$ cat config.mk
export PLATFORM = sky130hd
export DESIGN_NAME = pic8259_top
export DESIGN_NICKNAME = d
export VERILOG_FILES = /design/src/logic/pic_cmd_pkg.sv /design/src/logic/pic_level_pkg.sv /design/src/logic/pic_sched_if.sv /design/src/logic/pic8259_top.sv /design/src/logic/pic_control.sv /design/src/logic/pic_priority_resolver.sv /design/src/logic/pic_request_reg.sv /design/src/logic/pic_service_reg.sv
export VERILOG_INCLUDE_DIRS = /design/src /design/src/logic
export SDC_FILE = /design/constraint.sdc
export NUM_CORES = 1
export LEC_CHECK = 0
export BUFFER_PORTS_ARGS = -buffer_cell sky130_fd_sc_hd__buf_2
export CAP_MARGIN = 20
export CORE_ASPECT_RATIO = 0.9
export CORE_MARGIN = 2
export CORE_UTILIZATION = 35
export DETAILED_ROUTE_END_ITERATION = 6
export SETUP_SLACK_MARGIN = 0.5
export SYNTH_ARGS = -nofsm -noshare
export SYNTH_HDL_FRONTEND = slang
export SYNTH_HIERARCHICAL = 1
export SYNTH_SLANG_ARGS = --single-unit
export TNS_END_PERCENT = 30
$ cat constraint.sdc
create_clock -name clk -period 5.02 [get_ports clk]
set_input_delay 0.502 -clock clk [delete_from_list [all_inputs] [get_ports clk]]
set_output_delay 0.502 -clock clk [all_outputs]
set_load 0.005 [all_outputs]
$ cat src/logic/pic_defs.svh
`ifndef PIC_DEFS_SVH
`define PIC_DEFS_SVH

// Bus and level sizing
`define PIC_DATA_W      8   // Data bus width
`define PIC_LEVELS      8   // IR lines / priority levels
`define PIC_LEVEL_W     3   // Bits in a level number

// ----------------------------------------
// Command word bit positions
// ----------------------------------------
`define ICW1_INIT_BIT   4   // Set only in ICW1
`define ICW1_IC4_BIT    0   // ICW4 follows
`define ICW4_AEOI_BIT   1   // Auto end of interrupt
`define OCW3_SEL_BIT    3   // Tells OCW3 from OCW2

// Upper ICW2 bits kept, level fills the rest of the vector
`define VEC_BASE_W      5

`endif

$ cat src/logic/pic_cmd_pkg.sv
`include "pic_defs.svh"

// Programming words and register read choice
package pic_cmd_pkg;

    // Init sequencer steps
    typedef enum logic [1:0]
    {
        idle       = 2'd0,  // Waiting for ICW1
        await_icw2 = 2'd1,  // Vector base next
        await_icw4 = 2'd2,  // Mode word next
        ready      = 2'd3   // Operational, OCWs accepted
    } pic_init_state_t;

    // Source for a read at A0 = 0
    typedef enum logic
    {
        read_irr = 1'b0,
        read_isr = 1'b1
    } pic_read_sel_t;

    // OCW2 with the two marker bits stripped
    typedef struct packed
    {
        logic                    r;      // Rotate / set priority
        logic                    sl;     // Level field is meaningful
        logic                    eoi;    // End of interrupt
        logic [`PIC_LEVEL_W-1:0] level;  // L2..L0
    } pic_ocw2_t;

    // Upper vector bits from ICW2
    typedef logic [`VEC_BASE_W-1:0] pic_vec_base_t;

endpackage

$ cat src/logic/pic_level_pkg.sv
`include "pic_defs.svh"

// Types shared by everything that handles interrupt levels
package pic_level_pkg;

    // Encoded level, 0 to 7
    typedef logic [`PIC_LEVEL_W-1:0] pic_level_t;

    // One bit per IR line, bit n is level n
    typedef logic [`PIC_LEVELS-1:0] pic_mask_t;

    // Byte on the CPU side bus
    typedef logic [`PIC_DATA_W-1:0] pic_data_t;

endpackage

$ cat src/logic/pic_sched_if.sv
`timescale 1ns/100ps

// Register state and strobes between control and the datapath
interface pic_sched_if import pic_level_pkg::*; ();

    pic_mask_t  irr;            // Pending requests
    pic_mask_t  isr;            // Levels in service
    pic_mask_t  imr;            // Mask, 1 blocks the level
    pic_level_t priority_base;  // Lowest priority level
    pic_level_t req_level;      // Winning unmasked request
    logic       req_valid;
    pic_level_t svc_level;      // Highest level in service
    logic       svc_valid;
    logic       ack;            // One cycle, from inta
    pic_level_t ack_level;
    logic       aeoi;           // Auto-EOI mode
    logic       eoi;            // One cycle, from OCW2
    pic_level_t eoi_level;

    modport ctrl (
        output imr, priority_base, ack, ack_level, aeoi, eoi, eoi_level,
        input  irr, isr, req_level, req_valid, svc_level, svc_valid
    );

    modport req (output irr, input ack, ack_level);

    modport svc (output isr, input ack, ack_level, aeoi, eoi, eoi_level);

    // Resolver side, wired up at the top level
    modport sel (
        output req_level, req_valid, svc_level, svc_valid,
        input  irr, isr, imr, priority_base
    );

endinterface

$ cat src/logic/pic8259_top.sv
`timescale 1ns/100ps

module pic8259_top import pic_level_pkg::*;
(
    input  logic      clk,
    input  logic      rst_n,
    input  logic      wr,
    input  logic      rd,
    input  logic      inta,
    input  logic      a0,
    input  pic_data_t din,
    input  pic_mask_t ir,
    output pic_data_t dout,
    output logic      dout_valid,
    output logic      intr
);

    pic_sched_if sched ();

    pic_control u_control (
        .clk        (clk),
        .rst_n      (rst_n),
        .wr         (wr),
        .rd         (rd),
        .inta       (inta),
        .a0         (a0),
        .din        (din),
        .dout       (dout),
        .dout_valid (dout_valid),
        .intr       (intr),
        .sched      (sched.ctrl)
    );

    pic_request_reg u_request_reg (
        .clk   (clk),
        .rst_n (rst_n),
        .ir    (ir),
        .sched (sched.req)
    );

    pic_service_reg u_service_reg (
        .clk   (clk),
        .rst_n (rst_n),
        .sched (sched.svc)
    );

    // ----------------------------------------
    // Resolvers, pending side and service side
    // ----------------------------------------
    pic_priority_resolver u_req_resolver (
        .candidates    (sched.irr & ~sched.imr),  // Masked lines never win
        .priority_base (sched.priority_base),
        .level         (sched.req_level),
        .valid         (sched.req_valid)
    );

    pic_priority_resolver u_svc_resolver (
        .candidates    (sched.isr),
        .priority_base (sched.priority_base),
        .level         (sched.svc_level),
        .valid         (sched.svc_valid)
    );

endmodule

$ cat src/logic/pic_control.sv
`timescale 1ns/100ps

module pic_control
    import pic_level_pkg::*;
    import pic_cmd_pkg::*;
(
    input  logic      clk,
    input  logic      rst_n,
    input  logic      wr,
    input  logic      rd,
    input  logic      inta,
    input  logic      a0,
    input  pic_data_t din,
    output pic_data_t dout,
    output logic      dout_valid,
    output logic      intr,
    pic_sched_if.ctrl sched
);

    pic_init_state_t init_state;
    logic            need_icw4;     // IC4 seen in ICW1
    pic_vec_base_t   vec_base;
    pic_read_sel_t   read_sel;
    pic_ocw2_t       ocw2;
    logic            icw1_wr;
    logic            high_wr;       // Any write at A0 = 1
    logic            ocw2_wr;
    logic            ocw3_wr;
    logic            set_prio;
    pic_level_t      start;         // Highest priority level
    pic_level_t      req_rank;
    pic_level_t      svc_rank;
    logic            req_wins;
    pic_data_t       vector;
    pic_data_t       read_data;

    // ----------------------------------------
    // Write decode
    // ----------------------------------------
    assign icw1_wr = wr && !a0 && din[`ICW1_INIT_BIT];
    assign high_wr = wr && a0;
    // OCWs at A0 = 0 only once init is done
    assign ocw2_wr = wr && !a0 && !din[`ICW1_INIT_BIT] && !din[`OCW3_SEL_BIT]
                     && (init_state == ready);
    assign ocw3_wr = wr && !a0 && !din[`ICW1_INIT_BIT] && din[`OCW3_SEL_BIT]
                     && (init_state == ready);

    // Drop D4..D3 markers
    assign ocw2 = pic_ocw2_t'({din[`PIC_DATA_W-1 -: 3], din[`PIC_LEVEL_W-1:0]});

    assign set_prio = ocw2_wr && ocw2.r && ocw2.sl && !ocw2.eoi;

    // Specific names the level, non-specific ends the top one in service
    assign sched.eoi       = ocw2_wr && ocw2.eoi && (ocw2.sl || sched.svc_valid);
    assign sched.eoi_level = ocw2.sl ? ocw2.level : sched.svc_level;

    // Acknowledge only moves state when something is pending
    assign sched.ack       = inta && sched.req_valid;
    assign sched.ack_level = sched.req_level;

    // ----------------------------------------
    // Nesting check
    // ----------------------------------------
    assign start    = sched.priority_base + 1'b1;  // Wraps 7 -> 0
    assign req_rank = sched.req_level - start;     // 0 is highest priority
    assign svc_rank = sched.svc_level - start;
    assign req_wins = sched.req_valid && (!sched.svc_valid || (req_rank < svc_rank));

    // Idle inta returns level 7
    assign vector = {vec_base,
                     sched.req_valid ? sched.req_level : pic_level_t'(`PIC_LEVELS - 1)};

    assign read_data = a0                     ? sched.imr :
                       (read_sel == read_isr) ? sched.isr : sched.irr;

    // Init sequencer and operation registers
    always_ff @(posedge clk)
    begin
        if (!rst_n)
        begin
            init_state          <= idle;
            need_icw4           <= 1'b0;
            sched.aeoi          <= 1'b0;
            sched.imr           <= '0;
            sched.priority_base <= pic_level_t'(`PIC_LEVELS - 1);
            read_sel            <= read_irr;
        end
        else
        begin
            if (icw1_wr)  // Restart from any state
            begin
                init_state          <= await_icw2;
                need_icw4           <= din[`ICW1_IC4_BIT];
                sched.aeoi          <= 1'b0;
                sched.imr           <= '0;
                sched.priority_base <= pic_level_t'(`PIC_LEVELS - 1);
                read_sel            <= read_irr;
            end
            else if (high_wr)
            begin
                case (init_state)
                    await_icw2: init_state <= need_icw4 ? await_icw4 : ready;
                    await_icw4:
                    begin
                        sched.aeoi <= din[`ICW4_AEOI_BIT];  // Rest of ICW4 ignored
                        init_state <= ready;
                    end
                    ready:      sched.imr <= din;  // OCW1
                    default:    ;                  // Stray write before ICW1
                endcase
            end

            if (set_prio)
                sched.priority_base <= ocw2.level;

            if (ocw3_wr && din[1])  // RR set, RIS picks ISR
                read_sel <= din[0] ? read_isr : read_irr;
        end
    end

    always_ff @(posedge clk)
    begin
        if (high_wr && (init_state == await_icw2))
            vec_base <= din[`PIC_DATA_W-1 -: `VEC_BASE_W];  // ICW2 upper bits
    end

    // ----------------------------------------
    // Outputs
    // ----------------------------------------
    always_ff @(posedge clk)
    begin
        if (!rst_n)
        begin
            intr       <= 1'b0;
            dout       <= '0;
            dout_valid <= 1'b0;
        end
        else
        begin
            intr       <= (init_state == ready) && req_wins;
            dout_valid <= rd || inta;
            if (inta)
                dout <= vector;     // inta beats rd
            else if (rd)
                dout <= read_data;
        end
    end

endmodule

$ cat src/logic/pic_priority_resolver.sv
`timescale 1ns/100ps

// Picks the highest-priority set bit, priority_base + 1 first
module pic_priority_resolver import pic_level_pkg::*;
(
    input  pic_mask_t  candidates,
    input  pic_level_t priority_base,
    output pic_level_t level,
    output logic       valid
);

    logic [2*`PIC_LEVELS-1:0] doubled;
    pic_mask_t                rotated;  // Bit 0 is the top level
    pic_level_t               start;
    pic_level_t               offset;

    assign start = priority_base + 1'b1;

    // Shift a doubled copy so the wrap comes for free
    assign doubled = {candidates, candidates} >> start;
    assign rotated = doubled[`PIC_LEVELS-1:0];

    // Lowest set bit of the rotated mask
    always_comb
    begin
        offset = '0;
        for (int i = `PIC_LEVELS - 1; i >= 0; i--)
        begin
            if (rotated[i])
                offset = pic_level_t'(i);
        end
    end

    assign level = start + offset;  // Undo the rotation, mod 8
    assign valid = |candidates;

endmodule

$ cat src/logic/pic_request_reg.sv
`timescale 1ns/100ps

module pic_request_reg import pic_level_pkg::*;
(
    input  logic     clk,
    input  logic     rst_n,
    input  pic_mask_t ir,
    pic_sched_if.req sched
);

    pic_mask_t ir_q;      // First sample of the lines
    pic_mask_t ir_prev;   // Previous sample
    pic_mask_t rise;
    pic_mask_t ack_clr;

    assign rise = ir_q & ~ir_prev;  // Low to high only

    // Acknowledged level leaves IRR
    assign ack_clr = sched.ack ? (pic_mask_t'(1) << sched.ack_level) : '0;

    always_ff @(posedge clk)
    begin
        if (!rst_n)
        begin
            ir_q      <= '0;
            ir_prev   <= '0;
            sched.irr <= '0;
        end
        else
        begin
            ir_q      <= ir;
            ir_prev   <= ir_q;
            sched.irr <= (sched.irr & ~ack_clr) | rise;  // New edge wins
        end
    end

endmodule

$ cat src/logic/pic_service_reg.sv
`timescale 1ns/100ps

module pic_service_reg import pic_level_pkg::*;
(
    input  logic     clk,
    input  logic     rst_n,
    pic_sched_if.svc sched
);

    pic_mask_t set_mask;
    pic_mask_t clr_mask;

    // Auto-EOI skips the ISR entirely
    assign set_mask = (sched.ack && !sched.aeoi) ? (pic_mask_t'(1) << sched.ack_level)
                                                  : '0;
    assign clr_mask = sched.eoi ? (pic_mask_t'(1) << sched.eoi_level) : '0;

    always_ff @(posedge clk)
    begin
        if (!rst_n)
            sched.isr <= '0;
        else
            sched.isr <= (sched.isr & ~clr_mask) | set_mask;
    end

endmodule

==> results.ini <==
[timing]
fmax_mhz = 232
worstMarginPinSlew_ns = 0.731
finalCritPeriodShare = 0.858
final.setup.tns_ns = 0
finalHoldViolCount = 0
slew_viol_final = 0
final.min_clock_period_ns = 4.31
slew_headroom = 0.508
report.final.setup_viol = 0
rsz0062_at_grt = no
postLayoutSetupSlackWorst_ns = 0.712
skew_ns = 0.00855

[pwr]
power.density_nw_per_um2 = 330
pwr-share-seq = 0.361
pwr-share-comb = 0.201
switchingPower_mw = 0.420
finalPower_mw = 1.55
power_leakage_nw = 1.90
ir_drop_v = 0.000226
p_int_mw = 1.13
power.share.clock = 0.438
netSwitchingFraction = 0.272

[placement]
dp.cells = 556
post-place-ws_ns = 0.458
gp_congestion = 0.853
io_buffers = 31
dpl.hpwl_um = 6810

[global_routing]
grt_pass1_wl_um = 14800
grt_pass1_vias = 2925
antenna_found_initial = 0
grtUsageTotal = 0.155
grt_overflow = 0
grt_max_degree = 46

[setup_path]
cp_max_fo = 21
endpoint_kind = flip-flop
arrival_ns = 4.56
start_kind = flip-flop
path_class = flip-flop to flip-flop
required_ns = 5.27

[route]
drc_errors = 0
drt-vias-per-instance = 5.29
finalWirelength_um = 9250
vias = 3039
postRouteAntennaNets = 0
met3_length_um = 385
wl_met2_um = 4380
drtIter0Drc = 253
top_layer = met4
wl_per_cell_um = 16.1
wl_met1_um = 4370
first_pass_iters = 6

[yosys]
synth_area_leaders = dfxtp_1 (29%), mux4_2 (7.9%), mux2i_1 (4.7%), edfxtp_1 (3.7%), ha_1 (3.7%)
syn-mean-instance-area_um2 = 10.5
yosysWarnings = 6
ys_dominant_reg_cell = dfxtp_1
synth-seq-cells = 63
synthCells = 384
netlist.top_cell.by_area = dfxtp_1
synth_area_um2 = 4020
seq_area_frac_synth = 0.327
synth.net_count = 422
synthArstFlopShare = 0
synth_top_area_frac = 0.289
synth_edf_count = 5
synth_cell_types = 58

[clock_network]
clkTransAtPathRegs_ns = 0.05
insertion_delay_ns = 0.33
cts_buffers = 9
h-tree-depth = 3
root_buffer = clkbuf_16
cts_tree = done
cts.sinks = 63
cts_buffer_depth = 2

[cells_and_area]
area_delta_synth_final_pct = 16.7
final_nets = 451
final_common_cell = dfxtp_1
stdcell_count = 574
diodes = 0
layout-drive-gt1-share = 0.254
layout_common_cells = dfxtp_1 (57), buf_2 (31), nand2_1 (28), nor2_1 (25), mux2i_1 (19)

[floorplan]
fp-row-count = 37
core_area_um2 = 11300
die_h_um = 106
top_level_ports = 32
die_x_um = 117
die_area_um2 = 12300
start_util = 0.355

[min_path]
min_path_type = input port to flip-flop

[flow_run]
max_cap_viol_count = 0

[outcome]
status = finished, final reports clean

what timing repair did:
item,in CTS,in global routing
hold buffers,0,0
setup endpoints to repair,1,1
pin swaps,0,2
gates resized for setup,2,11
setup buffers,0,2
cells by family after synthesis:
logic type | synth area share
buf+inv | 0.0436
flops | 0.327
compound gates | 0.117
fa+ha+maj | 0.0623
simple gates | 0.260
xor+xnor | 0.0240
mux | 0.167
power groups by stage:
stage	combinational, mW	sequential [mW]	clock, mW
floorplan	0.229	0.559	0
global placement	0.295	0.568	0
detailed placement	0.303	0.569	0
CTS	0.304	0.558	0.692
global route	0.338	0.561	0.714
finish	0.311	0.558	0.678
metrics by stage:
step	util	hold WS [ns]	cell area, um2
floorplan	-	0.422	4020
global placement	0.379	0.437	4280
detailed placement	0.379	0.445	4280
CTS	0.409	0.364	4620
global route	0.415	0.372	4690
finish	0.415	0.375	4690
cell usage after synthesis, types with 7 or more instances:
| cell type | count |
|---|---|
| nand2_1 | 28 |
| buf_2 | 11 |
| nand3_1 | 9 |
| inv_1 | 13 |
| nor2b_4 | 8 |
| ha_1 | 12 |
| o22ai_1 | 10 |
| nand2b_1 | 9 |
| mux2i_1 | 19 |
| dfxtp_1 | 58 |
| a21oi_1 | 8 |
| nand3b_1 | 16 |
| xnor2_1 | 7 |
| nor2_1 | 27 |
| and2_1 | 17 |
| mux4_2 | 14 |
worst max-delay path, cell delays in order, from the launching register on:
cell and delay (ns):
dfxtp_1 0.36, buf_12 0.18, ha_4 0.35, mux4_2 0.55
nor2_1 0.21, a2111oi_4 0.11, o31ai_1 0.27, o31ai_1 0.11
ha_1 0.21, fa_1 0.48, inv_1 0.08, fa_1 0.44
xor2_1 0.17, xnor2_1 0.14, ha_1 0.28, o21a_1 0.17
a21oi_1 0.13
cell type report:
cell class | instances | area [um2]
fill | 1139 | 6610
clock inverter | 6 | 91.3
clock buffer | 10 | 239
timing repair buffer | 39 | 228
multi-input combinational | 287 | 2570
sequential | 63 | 1310
tap | 156 | 195
inverter | 13 | 48.8
path summary, 6_finish.rpt:
path / from / to / slack, ns / cells past startpoint
setup / recovery: u_control/sched.priority_base[0] / u_control/intr / 0.71 / 16
hold / removal: ir[6] / u_request_reg/ir_q[6] / 0.37 / 2
setup reg to reg: u_control/sched.priority_base[0] / u_control/intr / 0.71 / 16
hold reg to reg: u_request_reg/ir_q[7] / u_request_reg/ir_prev[7] / 0.46 / 1
layer usage:
layer  vias up  track usage
met5         -            0
met3         8       0.0357
met2        71        0.238
met4         0       0.0395
met1      1484        0.220
li1       1476            -
registers in the layout, indices dropped and copies added (netlist names):
name and flops:
u_control/sched.priority_base 3, u_control/sched.aeoi 1, u_request_reg/sched.irr 8, u_control/intr 1
u_control/read_sel 1, u_service_reg/sched.isr 8, u_control/sched.imr 8, u_control/dout_valid 1
u_request_reg/ir_q 8, u_control/dout 8, u_control/init_state 2, u_control/need_icw4 1
u_control/vec_base 5, u_request_reg/ir_prev 8
(Power assumes the default switching activity.)
